===== src/logic/dso_video_pkg.sv =====
package dso_video_pkg;

  // plot window, inclusive bounds
  localparam logic [11:0] WIN_X0 = 12'd8;
  localparam logic [11:0] WIN_X1 = 12'd39;
  localparam logic [11:0] WIN_Y0 = 12'd4;
  localparam logic [11:0] WIN_Y1 = 12'd35;
  localparam logic [11:0] WIN_CENTER = 12'd20;  // time mode baseline row

  localparam int SAMPLE_AW = 5;  // 32 columns
  localparam logic [23:0] TRIG_COLOR = 24'h0000ff;

  typedef struct packed {
    logic        hs;
    logic        vs;
    logic        de;
    logic [23:0] rgb;
  } pixel_t;

  typedef struct packed {
    logic [11:0] x;
    logic [11:0] y;
  } pos_t;

  // one ram word, read as adc code or as fft magnitude
  typedef union packed {
    struct packed {
      logic [3:0] pad;
      logic [7:0] code;
    } adc;
    logic [11:0] fft;
  } sample_word_t;

  typedef struct packed {
    logic        wave;   // waveform covers pixel
    logic        trig;   // trigger row inside window
    logic [23:0] color;  // trace colour
  } hit_t;

  // position of cur given the previous pixel's syncs and the running count
  function automatic pos_t pix_pos(pixel_t prv, pixel_t cur, pos_t cnt);
    logic hs_rise;
    logic vs_rise;
    pos_t p;
    hs_rise = cur.hs & ~prv.hs;
    vs_rise = cur.vs & ~prv.vs;
    p.x = hs_rise ? 12'd0 : cnt.x;  // new line restarts columns
    if (vs_rise) p.y = 12'd0;
    else if (hs_rise) p.y = cnt.y + 12'd1;
    else p.y = cnt.y;
    return p;
  endfunction

endpackage


===== src/logic/dso_cfg_pkg.sv =====
package dso_cfg_pkg;

  localparam int NUM_TRACES = 2;  // renderer instances

  // apb word offsets, byte address is offset * 4
  localparam logic [5:0] REG_CTRL   = 6'd0;  // spec_en per trace, bit i = trace i
  localparam logic [5:0] REG_TRIG   = 6'd1;  // trigger row [11:0]
  localparam logic [5:0] REG_COLOR0 = 6'd2;  // trace 0 rgb [23:0]
  localparam logic [5:0] REG_COLOR1 = 6'd3;  // trace 1 rgb [23:0]
  localparam logic [5:0] REG_SCALE0 = 6'd4;  // trace 0 {up, shift[1:0]}
  localparam logic [5:0] REG_SCALE1 = 6'd5;  // trace 1 {up, shift[1:0]}

  typedef struct packed {
    logic        psel;
    logic        penable;
    logic        pwrite;
    logic [7:0]  paddr;   // byte address
    logic [31:0] pwdata;
  } apb_req_t;

  typedef struct packed {
    logic [31:0] prdata;
    logic        pready;   // zero wait, tied high
    logic        pslverr;  // unmapped word
  } apb_rsp_t;

  // vertical scale of a time-mode trace
  typedef struct packed {
    logic       up;  // 1 gain up, 0 attenuate
    logic [1:0] sh;  // shift amount
  } scale_t;

  typedef struct packed {
    logic [23:0] color;
    scale_t      scale;
    logic        spec_en;  // fft view instead of adc view
  } trace_cfg_t;

  typedef trace_cfg_t [NUM_TRACES-1:0] trace_cfg_arr_t;

endpackage

===== src/logic/dso_scope_overlay.sv =====
module dso_scope_overlay import dso_cfg_pkg::*, dso_video_pkg::*; (
  input  logic                                 i_pclk,
  input  logic                                 i_rst_n,
  input  apb_req_t                             i_apb,
  output apb_rsp_t                             o_apb,
  input  pixel_t                               i_pix,
  output pixel_t                               o_pix,
  output logic [NUM_TRACES-1:0][SAMPLE_AW-1:0] o_rd_addr,
  input  sample_word_t [NUM_TRACES-1:0]        i_rd_data,
  output logic                                 o_frame_done
);

  trace_cfg_arr_t        trace_cfg;
  logic [11:0]           trig_line;
  pixel_t                trk_pix;  // tracker out, 1 cycle
  pos_t                  trk_pos;
  hit_t [NUM_TRACES-1:0] hits;     // renderer verdicts, 3 cycles

  dso_apb_regs u_regs (
    .i_pclk      (i_pclk),
    .i_rst_n     (i_rst_n),
    .i_apb       (i_apb),
    .o_apb       (o_apb),
    .o_trace_cfg (trace_cfg),
    .o_trig_line (trig_line)
  );

  video_pos_track u_track (
    .i_pclk  (i_pclk),
    .i_rst_n (i_rst_n),
    .i_pix   (i_pix),
    .o_pix   (trk_pix),
    .o_pos   (trk_pos)
  );

  // one renderer per sample ram
  for (genvar g = 0; g < NUM_TRACES; g++) begin : g_trace
    trace_render u_render (
      .i_pclk      (i_pclk),
      .i_rst_n     (i_rst_n),
      .i_pix       (trk_pix),
      .i_pos       (trk_pos),
      .i_cfg       (trace_cfg[g]),
      .i_trig_line (trig_line),
      .o_rd_addr   (o_rd_addr[g]),
      .i_rd_data   (i_rd_data[g]),
      .o_hit       (hits[g])
    );
  end

  overlay_mix u_mix (
    .i_pclk       (i_pclk),
    .i_rst_n      (i_rst_n),
    .i_pix        (trk_pix),  // realigned inside the mixer
    .i_hits       (hits),
    .o_pix        (o_pix),
    .o_frame_done (o_frame_done)
  );

endmodule


===== src/logic/overlay_mix.sv =====
module overlay_mix import dso_cfg_pkg::*, dso_video_pkg::*; (
  input  logic                  i_pclk,
  input  logic                  i_rst_n,
  input  pixel_t                i_pix,
  input  hit_t [NUM_TRACES-1:0] i_hits,
  output pixel_t                o_pix,
  output logic                  o_frame_done
);

  pixel_t pix_d1, pix_d2;  // matches renderer latency
  pixel_t mix_pix;
  pos_t   cnt_q;
  pos_t   pos_now;         // position of pix_d2
  logic   last_px;

  // lowest index wave wins, trigger row only where no wave
  always_comb begin
    logic wave_any;
    logic trig_any;
    mix_pix  = pix_d2;
    wave_any = 1'b0;
    trig_any = 1'b0;
    for (int i = NUM_TRACES - 1; i >= 0; i--) begin
      if (i_hits[i].wave) begin
        mix_pix.rgb = i_hits[i].color;  // later pass = lower index
        wave_any    = 1'b1;
      end
      trig_any = trig_any | i_hits[i].trig;
    end
    if (!wave_any && trig_any) mix_pix.rgb = TRIG_COLOR;
  end

  // o_pix still holds the syncs of the pixel before pix_d2
  assign pos_now = pix_pos(o_pix, pix_d2, cnt_q);
  assign last_px = pix_d2.de && (pos_now.x == WIN_X1) && (pos_now.y == WIN_Y1);

  always_ff @(posedge i_pclk or negedge i_rst_n) begin
    if (!i_rst_n) begin
      pix_d1       <= '0;
      pix_d2       <= '0;
      o_pix        <= '0;
      cnt_q        <= '0;
      o_frame_done <= 1'b0;
    end else begin
      pix_d1       <= i_pix;
      pix_d2       <= pix_d1;
      o_pix        <= mix_pix;
      cnt_q.x      <= pos_now.x + {11'd0, pix_d2.de};
      cnt_q.y      <= pos_now.y;
      o_frame_done <= last_px;  // with the bottom-right output pixel
    end
  end

endmodule


===== src/logic/trace_render.sv =====
module trace_render import dso_cfg_pkg::*, dso_video_pkg::*; (
  input  logic                 i_pclk,
  input  logic                 i_rst_n,
  input  pixel_t               i_pix,
  input  pos_t                 i_pos,
  input  trace_cfg_t           i_cfg,
  input  logic [11:0]          i_trig_line,
  output logic [SAMPLE_AW-1:0] o_rd_addr,
  input  sample_word_t         i_rd_data,
  output hit_t                 o_hit
);

  logic        in_win;
  logic [11:0] col;  // column inside window
  logic        win_a, win_b;
  logic        first_a, first_b;  // leftmost window column
  logic [11:0] y_a, y_b;

  logic [11:0]        lvl_spec, lvl_time, lvl_cur, lvl_prev;
  logic [11:0]        lvl_lo, lvl_hi, prev_q;
  logic signed [12:0] off, off_sc;  // distance from code 128

  assign in_win = i_pix.de &&
                  (i_pos.x >= WIN_X0) && (i_pos.x <= WIN_X1) &&
                  (i_pos.y >= WIN_Y0) && (i_pos.y <= WIN_Y1);
  assign col = i_pos.x - WIN_X0;

  // address goes out in stage a and the ram word comes back in stage b
  always_ff @(posedge i_pclk or negedge i_rst_n) begin
    if (!i_rst_n) begin
      o_rd_addr <= '0;
      win_a     <= 1'b0;
      win_b     <= 1'b0;
      first_a   <= 1'b0;
      first_b   <= 1'b0;
    end else begin
      o_rd_addr <= in_win ? col[SAMPLE_AW-1:0] : '0;
      win_a     <= in_win;
      win_b     <= win_a;
      first_a   <= in_win && (i_pos.x == WIN_X0);
      first_b   <= first_a;
    end
  end

  always_ff @(posedge i_pclk) begin
    y_a <= i_pos.y;  // row travels with the pixel
    y_b <= y_a;
  end

  // larger fft magnitude sits higher on screen
  assign lvl_spec = (12'd4095 - i_rd_data.fft) >> 6;

  // inverted adc code scaled around 128 and placed on the baseline
  assign off    = $signed({5'd0, 8'd255 - i_rd_data.adc.code}) - 13'sd128;
  assign off_sc = i_cfg.scale.up ? (off <<< i_cfg.scale.sh) : (off >>> i_cfg.scale.sh);
  assign lvl_time = WIN_CENTER + off_sc[11:0];  // wraps mod 4096

  assign lvl_cur  = i_cfg.spec_en ? lvl_spec : lvl_time;
  assign lvl_prev = first_b ? lvl_cur : prev_q;  // no segment into column 0
  assign lvl_lo   = (lvl_prev < lvl_cur) ? lvl_prev : lvl_cur;
  assign lvl_hi   = (lvl_prev < lvl_cur) ? lvl_cur : lvl_prev;

  always_ff @(posedge i_pclk or negedge i_rst_n) begin
    if (!i_rst_n) prev_q <= '0;
    else if (win_b) prev_q <= lvl_cur;  // level of the column just drawn
  end

  // stage b verdict that the mixer registers
  assign o_hit.wave  = win_b && (y_b >= lvl_lo) && (y_b <= lvl_hi);
  assign o_hit.trig  = win_b && (y_b == i_trig_line);
  assign o_hit.color = i_cfg.color;

endmodule


===== src/logic/video_pos_track.sv =====
module video_pos_track import dso_video_pkg::*; (
  input  logic   i_pclk,
  input  logic   i_rst_n,
  input  pixel_t i_pix,
  output pixel_t o_pix,
  output pos_t   o_pos
);

  pixel_t pix_q;    // also the previous sample for edge detect
  pos_t   cnt_q;    // running column / row count
  pos_t   pos_now;  // position of the incoming pixel

  // hs rise restarts x and bumps y, vs rise restarts y
  assign pos_now = pix_pos(pix_q, i_pix, cnt_q);

  always_ff @(posedge i_pclk or negedge i_rst_n) begin
    if (!i_rst_n) begin
      pix_q <= '0;
      cnt_q <= '0;
      o_pos <= '0;
    end else begin
      pix_q   <= i_pix;
      o_pos   <= pos_now;                       // travels with pix_q
      cnt_q.x <= pos_now.x + {11'd0, i_pix.de}; // only active pixels count
      cnt_q.y <= pos_now.y;
    end
  end

  assign o_pix = pix_q;

endmodule


===== src/logic/dso_apb_regs.sv =====
module dso_apb_regs import dso_cfg_pkg::*; (
  input  logic           i_pclk,
  input  logic           i_rst_n,
  input  apb_req_t       i_apb,
  output apb_rsp_t       o_apb,
  output trace_cfg_arr_t o_trace_cfg,
  output logic [11:0]    o_trig_line
);

  trace_cfg_arr_t cfg_q;
  logic [11:0]    trig_q;
  logic [5:0]     word;     // word address
  logic           access;   // apb access phase
  logic           mapped;
  logic [31:0]    rdata;

  assign word   = i_apb.paddr[7:2];  // byte lanes ignored
  assign access = i_apb.psel & i_apb.penable;

  // read mux, also serves as the address decoder
  always_comb begin
    rdata  = '0;
    mapped = 1'b1;
    case (word)
      REG_CTRL: begin
        for (int i = 0; i < NUM_TRACES; i++) rdata[i] = cfg_q[i].spec_en;
      end
      REG_TRIG:   rdata[11:0] = trig_q;
      REG_COLOR0: rdata[23:0] = cfg_q[0].color;
      REG_COLOR1: rdata[23:0] = cfg_q[1].color;
      REG_SCALE0: rdata[2:0]  = cfg_q[0].scale;
      REG_SCALE1: rdata[2:0]  = cfg_q[1].scale;
      default:    mapped = 1'b0;
    endcase
  end

  always_ff @(posedge i_pclk or negedge i_rst_n) begin
    if (!i_rst_n) begin
      cfg_q  <= '0;
      trig_q <= '0;
    end else if (access && i_apb.pwrite) begin
      case (word)
        REG_CTRL: begin
          for (int i = 0; i < NUM_TRACES; i++) cfg_q[i].spec_en <= i_apb.pwdata[i];
        end
        REG_TRIG:   trig_q         <= i_apb.pwdata[11:0];
        REG_COLOR0: cfg_q[0].color <= i_apb.pwdata[23:0];
        REG_COLOR1: cfg_q[1].color <= i_apb.pwdata[23:0];
        REG_SCALE0: cfg_q[0].scale <= i_apb.pwdata[2:0];
        REG_SCALE1: cfg_q[1].scale <= i_apb.pwdata[2:0];
        default: ;  // unmapped, nothing written
      endcase
    end
  end

  assign o_apb.prdata  = rdata;                // same access phase
  assign o_apb.pready  = 1'b1;                 // no wait states
  assign o_apb.pslverr = access & ~mapped;
  assign o_trace_cfg   = cfg_q;
  assign o_trig_line   = trig_q;

endmodule


===== config.mk =====
export PLATFORM = sky130hd
export DESIGN_NAME = dso_scope_overlay
export DESIGN_NICKNAME = d
export VERILOG_FILES = /design/src/logic/dso_video_pkg.sv /design/src/logic/dso_cfg_pkg.sv /design/src/logic/dso_scope_overlay.sv /design/src/logic/overlay_mix.sv /design/src/logic/trace_render.sv /design/src/logic/video_pos_track.sv /design/src/logic/dso_apb_regs.sv
export SDC_FILE = /design/constraint.sdc
export NUM_CORES = 1
export LEC_CHECK = 0
export BUFFER_PORTS_ARGS = -buffer_cell sky130_fd_sc_hd__buf_4
export CAP_MARGIN = 15
export CORE_UTILIZATION = 54
export DETAILED_ROUTE_END_ITERATION = 16
export GPL_ROUTABILITY_DRIVEN = 0
export PLACE_DENSITY = 0.75
export SLEW_MARGIN = 20
export SYNTH_ARGS = -nofsm -noshare
export SYNTH_HDL_FRONTEND = slang
export SYNTH_SLANG_ARGS = --single-unit

===== constraint.sdc =====
create_clock -name i_pclk -period 5.74 [get_ports i_pclk]
set_clock_uncertainty 0.1 [all_clocks]
set_input_delay 1.722 -clock i_pclk [delete_from_list [all_inputs] [get_ports i_pclk]]
set_output_delay 1.722 -clock i_pclk [all_outputs]
set_load 0.005 [all_outputs]

==> Yosys cells after proc, flatten, opt, wreduce, memory -nomap -nowiden <==
Index checks and enable logic that the tools add are counted.
{ "word_totals": {"reg_bits": 294, "n_memories": 0, "in_bits": 96, "mem_bits_ro": 0, "word_cells": 138, "latch_bits": 0, "ram_bits": 0} }
{ "op_classes": {"bitwise": 11, "div_mod_pow": 0, "shift": 4, "n_lt_le_gt_ge": 10, "n_mul": 0, "n_eq_ne": 9, "n_reduce_logical": 24, "addsub": 13, "n_mux": 27} }
{ "op_table": {"columns": ["operator", "n"], "rows": [
  ["$mux 12", 16],
  ["$mux 24", 3],
  ["$pmux 9 s3", 1],
  ["$sshl 13x2->12", 2],
  ["$sshr 13x2->12", 2],
  ["$add 12x1->12", 2],
  ["$add 12x1->12 const B", 2],
  ["$add 5x12->12 const A", 2],
  ["$eq 12x6->1 const B", 2],
  ["$ge 12x12->1", 2],
  ["$le 12x12->1", 2],
  ["$le 12x6->1 const B", 2],
  ["$lt 12x12->1", 2],
  ["$pmux 12 s2", 1],
  ["$sub 12x12->12 const A", 2],
  ["$sub 8x8->9 const B", 2],
  ["$sub 8x8->8 const A", 2],
  ["$logic_and 1x1->1", 14],
  ["$eq 12x12->1", 1],
  ["$eq 12x4->1 const B", 1],
  ["$eq 6x2->1 const B", 2],
  ["$eq 6x3->1 const B", 2],
  ["$ge 12x3->1 const B", 1],
  ["$ge 12x4->1 const B", 1],
  ["other kinds (13)", 29]
]} }

==> Longest topological paths before layout <==
{ "depth": {"word_depth": 17, "mapped_depth": 29} }

==> Hierarchy <==
Synthesis repeated with hierarchy kept, for this count alone.
{ "hier_totals": {"hier_cells": 1527, "hier_area_um2": 16946.3} }
{ "modules_own_cells": {"columns": ["module", "seq_area_each_um2", "area_each_um2", "instances", "cells_each"], "rows": [
  ["overlay_mix", 2652.5, 4006.3, 1, 325],
  ["trace_render (g_trace[1].u_render)", 1006.0, 3804.9, 1, 409],
  ["trace_render (g_trace[0].u_render)", 1006.0, 3614.7, 1, 382],
  ["dso_apb_regs", 1701.6, 3195.6, 1, 232],
  ["video_pos_track", 1576.5, 2324.7, 1, 179]
]} }

==> Worst setup path before layout <==
No wires, ideal clock.
{ "synth_path": {"path_kind": "input -> register", "from": "input i_rd_data[15] (netlist bit)", "to": "register u_mix.o_pix[4] (netlist name)", "path_stages": 24, "required_time_ns": 5.545, "setup_slack_ns": -1.325, "arrival_time_ns": 6.870, "n_path_buf": 3, "cell_sequence": "clkbuf_1 mux2i_1 mux4_2 ha_1 inv_1 o31ai_2 and4_1 o21a_1 mux2_2 ha_1 o21ai_0 nor2_1 a2111oi_0 o22ai_1 buf_2 mux2i_1 ha_1 a211o_1 a21oi_1 nor3_1 a311oi_1 buf_2 a211oi_1 o31ai_1"} }
{ "synth_rtl": {"columns": ["element", "line", "text"], "rows": [
  ["from (decl)", "dso_scope_overlay.sv:9", "input sample_word_t [NUM_TRACES-1:0] i_rd_data,"]
]} }

==> impl_results.md <==
- Die Height: 171 um
- Ys async rst share: between 90% and 100%
- Slowest stage delay, CP: between 0.5 and 0.6 ns
- DR vias/cell: about 6
- Minimum clock period: 6.55 ns
- Post-route insts no fill: ~2,200
- Max-Cap Viols: 0
- Pwr dens: between 200 and 300 nW/um^2
- RSZ-0062 raised after global routing: yes
- Slew @ Worst Pin: just over 1 ns
- Lkg Pwr: around 9.5 nW
- Vias in the first global route: between 10,000 and 15,000
- Clock Path Buffers: 3
- # rows: between 60 and 70
- Crit path launch type: input pin
- Cell mode on critical path: buf_6
- # IOs: approximately 170
- Largest delay share family, worst path: compound AO/OA/AOI/OAI gates
- Slew Viols, Final: 0
- XOR/XNOR Fraction of Synth Area: under 10%
- Final worst setup slack: -0.809 ns
- Yosys top cell area share: a little over two fifths
- First-pass GRT wire length: between 60 and 70 mm
- Synth Area in Compound Gates: between 10% and 20%
- Initial antenna violation count: 0
- Crit-path max FO: 8
- Layout Area Growth over Synthesis: 34.0%
- Post-Route Utilization: 73.9%
- Pre-CTS setup slack: -1.59 ns
- Post-DR wirelength/cell: 20.6 um
- Initial Util: 55.2%
- CTS tree: built
- Ratio of cells with drive above 1 in the final layout: 40.0%
- Final setup violation count: 24
- Final Cycle Share: 114%
- Total track usage: between 20 and 30%
- H-tree levels: 1
- Iter 0 DRT Violations: between 1,000 and 1,500
- Mux share of post-synthesis cell area: a little over an eighth
- Outcome: finished with violations
- Simple-gate portion of the synthesized area: roughly 14%
- Die width: 171 um
- Routed wire length: roughly 44 mm
- # DRC: 0
- Sequential-to-total area share from yosys stat: 47.0%
- Area of the multi-input gates: 8600 sq um
- Clock sinks: between 200 and 300
- Largest net degree at the start of global routing: approximately 130
- Yosys warnings: 0
- Port bufs: roughly 150
- Total inserted antenna cells: 0
- Synth Cell Area: around 15,000 sq um
- Synth Instances: between 1,000 and 1,500
- Initial DRT Pass Iterations: 5
- Clk pin slew, worst setup/hold paths: 0.06 ns
- Cts hold-fix bufs: 0
- Dpl hpwl: approximately 29 mm
- CP arrival: roughly 7 ns
- Inserted Clock Buffers: 30
- Total core area: between 20,000 and 30,000 sq um
- F_max: ~150 MHz
- FF/Latch Area: 7240 sq um
- Worst Path Required: between 6 and 7 ns
- Antenna Violating Nets Remaining: 0
- Maximum vdd drop: around 0.35 mV
- Fillers: approximately 1,800
- DP Cell Count: slightly above 2,000
- Number of enable flip-flop cells after synthesis: 0
- Clock latency on the worst-skew pair: between 0.5 and 0.6 ns
- Largest family of logic cells by synthesized area: simple AND/OR/NAND/NOR gates
- Grt ovf: 0
- Die area: approximately 30,000 sq um
- Hold Path Class: reg2reg
- Ranking of synthesized cells by area: dfrtp_1 44%, mux2_2 8.6%, ha_1 6.4%
- Synth Flop Type: dfrtp_1
- Crit end category: flip-flop
- CTS root buf: clkbuf_16
- Type of the worst setup path: in2reg
- Worst path buffer plus inverter count: 6
- Mapped Avg Cell Area: around 11 sq um
- Worst hold slack: between 0.2 and 0.25 ns
- CP max stage cell: mux4_2
- Adder-Cell Fraction of Synth Area: approximately 6.4%
- Area leader, netlist: dfrtp_1
- Post-layout net count: between 1,500 and 2,000
- Vias: 12,900
- Synth unique cells: between 80 and 90
- Final hold vios: 0
- Flops & latches, synth: around 290
- Max_slew headroom: between 30% and 40%
- Failing checks: negative setup slack
-- report_power, final --
part | leakage, nW | internal (mW) | total [mW] | switching (mW)
sequential | 3.64 | 2.18 | 2.27 | 0.0886
clock | 0.538 | 1.33 | 2.16 | 0.829
combinational | 5.29 | 0.518 | 1.04 | 0.524
total | 9.48 | 4.03 | 5.47 | 1.44
-- logic make-up (layout without fill, tap and decap cells) --
| group | Yosys count | count (layout) |
|---|---|---|
| AND/OR/NAND/NOR | 405 | 406 |
| adder cells (fa/ha/maj) | 79 | 79 |
| multiplexers | 188 | 188 |
| buffers and inverters | 132 | 470 |
| other | 2 | 9 |
| AO/OA/AOI/OAI | 269 | 269 |
| flip-flops | 294 | 294 |
| XOR/XNOR | 59 | 59 |
-- layout by cell type, fill, tap and decap left out, drive strengths merged, types with 44 or more instances in the layout --
cell / instances
nand3: 48
inv: 49
nand2: 64
nor3: 49
dfrtp: 270
a21oi: 50
ha: 79
mux2: 124
buf: 367
nor2: 96
mux2i: 63
clkbuf: 44
o21ai: 51
-- sequential cells by signal (all words and copies together) (netlist names) --
signal                      flops
u_regs.o_trig_line             12
g_trace.u_render.o_rd_addr      5
g_trace.u_render.y_a           12
g_trace.u_render.first_a        1
g_trace.u_render.win_a          1
g_trace.u_render.first_b        1
u_track.o_pos                  24
u_mix.pix_d2                   24
u_track.cnt_q                  12
g_trace.u_render.prev_q        24
u_regs.o_trace_cfg             56
u_mix.o_pix                    27
u_track.o_pix                  27
g_trace.u_render.y_b           12
u_mix.pix_d1                   27
u_mix.o_frame_done              1
u_mix.mix_pix                   3
g_trace.u_render.win_b          1
u_mix.cnt_q                    24
-- cell type report --
cell class	instances	share of cell area (%)
Multi-Input combinational cell	1010	41.6
Sequential cell	294	35.0
Clock inverter	11	0.848
Tap cell	378	2.29
Clock buffer	44	4.59
Timing Repair Buffer	367	14.7
Inverter	48	0.872
-- metal layers --
layer  routed length [um]  vias to the layer above  track usage, %
met5                    0                        -               0
met3                 3010                      119            4.02
met4                 1220                        0            8.54
met1                18300                     6394            39.7
li1                     -                     5810               -
met2                21700                      563            49.3
-- synth_stat cells, drive strengths merged (3+ instances only) --
master,count
dfxtp,24
a22oi,13
buf,44
nor2,96
inv,47
clkbuf,40
dfrtp,270
a22o,13
or3,6
nor2b,35
or2,6
nor4,9
and4b,3
mux2i,63
nand3,48
nand3b,3
o21bai,3
a31o,7
and3,9
nand2b,12
nand2,63
and2,20
a31oi,32
a211oi,21
o2111ai,3
o31ai,17
a21oi,50
a2111oi,3
mux2,124
nor3,49
o21a,13
o211ai,6
nand4,27
o21ai,51
xnor2,32
o31a,5
nor4b,6
a21o,5
o22ai,8
ha,79
xor2,27
and4,4
-- timing repair --
| item | in CTS | in global routing |
|---|---|---|
| endpoints found under the setup margin | 24 | 24 |
| pin swaps | 38 | 20 |
| cloned | 5 | 0 |
| gates resized for setup | 125 | 60 |
| setup buffers | 17 | 16 |
-- through the flow --
| stage | total power, mW | instance area (sq um) | TNS [ns] |
|---|---|---|---|
| detailed placement | 3.19 | 18400 | -35.90 |
| floorplan | 2.81 | 15800 | -17.39 |
| finish | 5.47 | 20700 | -17.94 |
| global route | 5.68 | 20700 | -21.87 |
| CTS | 5.42 | 20200 | -12.54 |
| global placement | 3.16 | 18400 | -33.17 |
-- path summary, 6_finish.rpt --
path	end	start	slack [ns]	depth (start not counted)
max reg2reg	u_mix.o_pix[4]$_DFF_PN0_	u_regs.o_trace_cfg[30]$_DFFE_PN0P_	-0.37	24
min	g_trace[1].u_render.y_b[2]$_DFF_P_	g_trace[1].u_render.y_a[2]$_DFF_P_	0.23	0
min in group asynchronous	u_mix.cnt_q[1]$_DFF_PN0_	i_rst_n	1.18	1
max	u_mix.o_pix[4]$_DFF_PN0_	i_rd_data[17]	-0.81	26
max in group asynchronous	g_trace[1].u_render.prev_q[3]$_DFFE_PN0P_	i_rst_n	3.25	2
min reg2reg	g_trace[1].u_render.y_b[2]$_DFF_P_	g_trace[1].u_render.y_a[2]$_DFF_P_	0.23	0
Note: power is estimated with default switching activity, not from simulation.
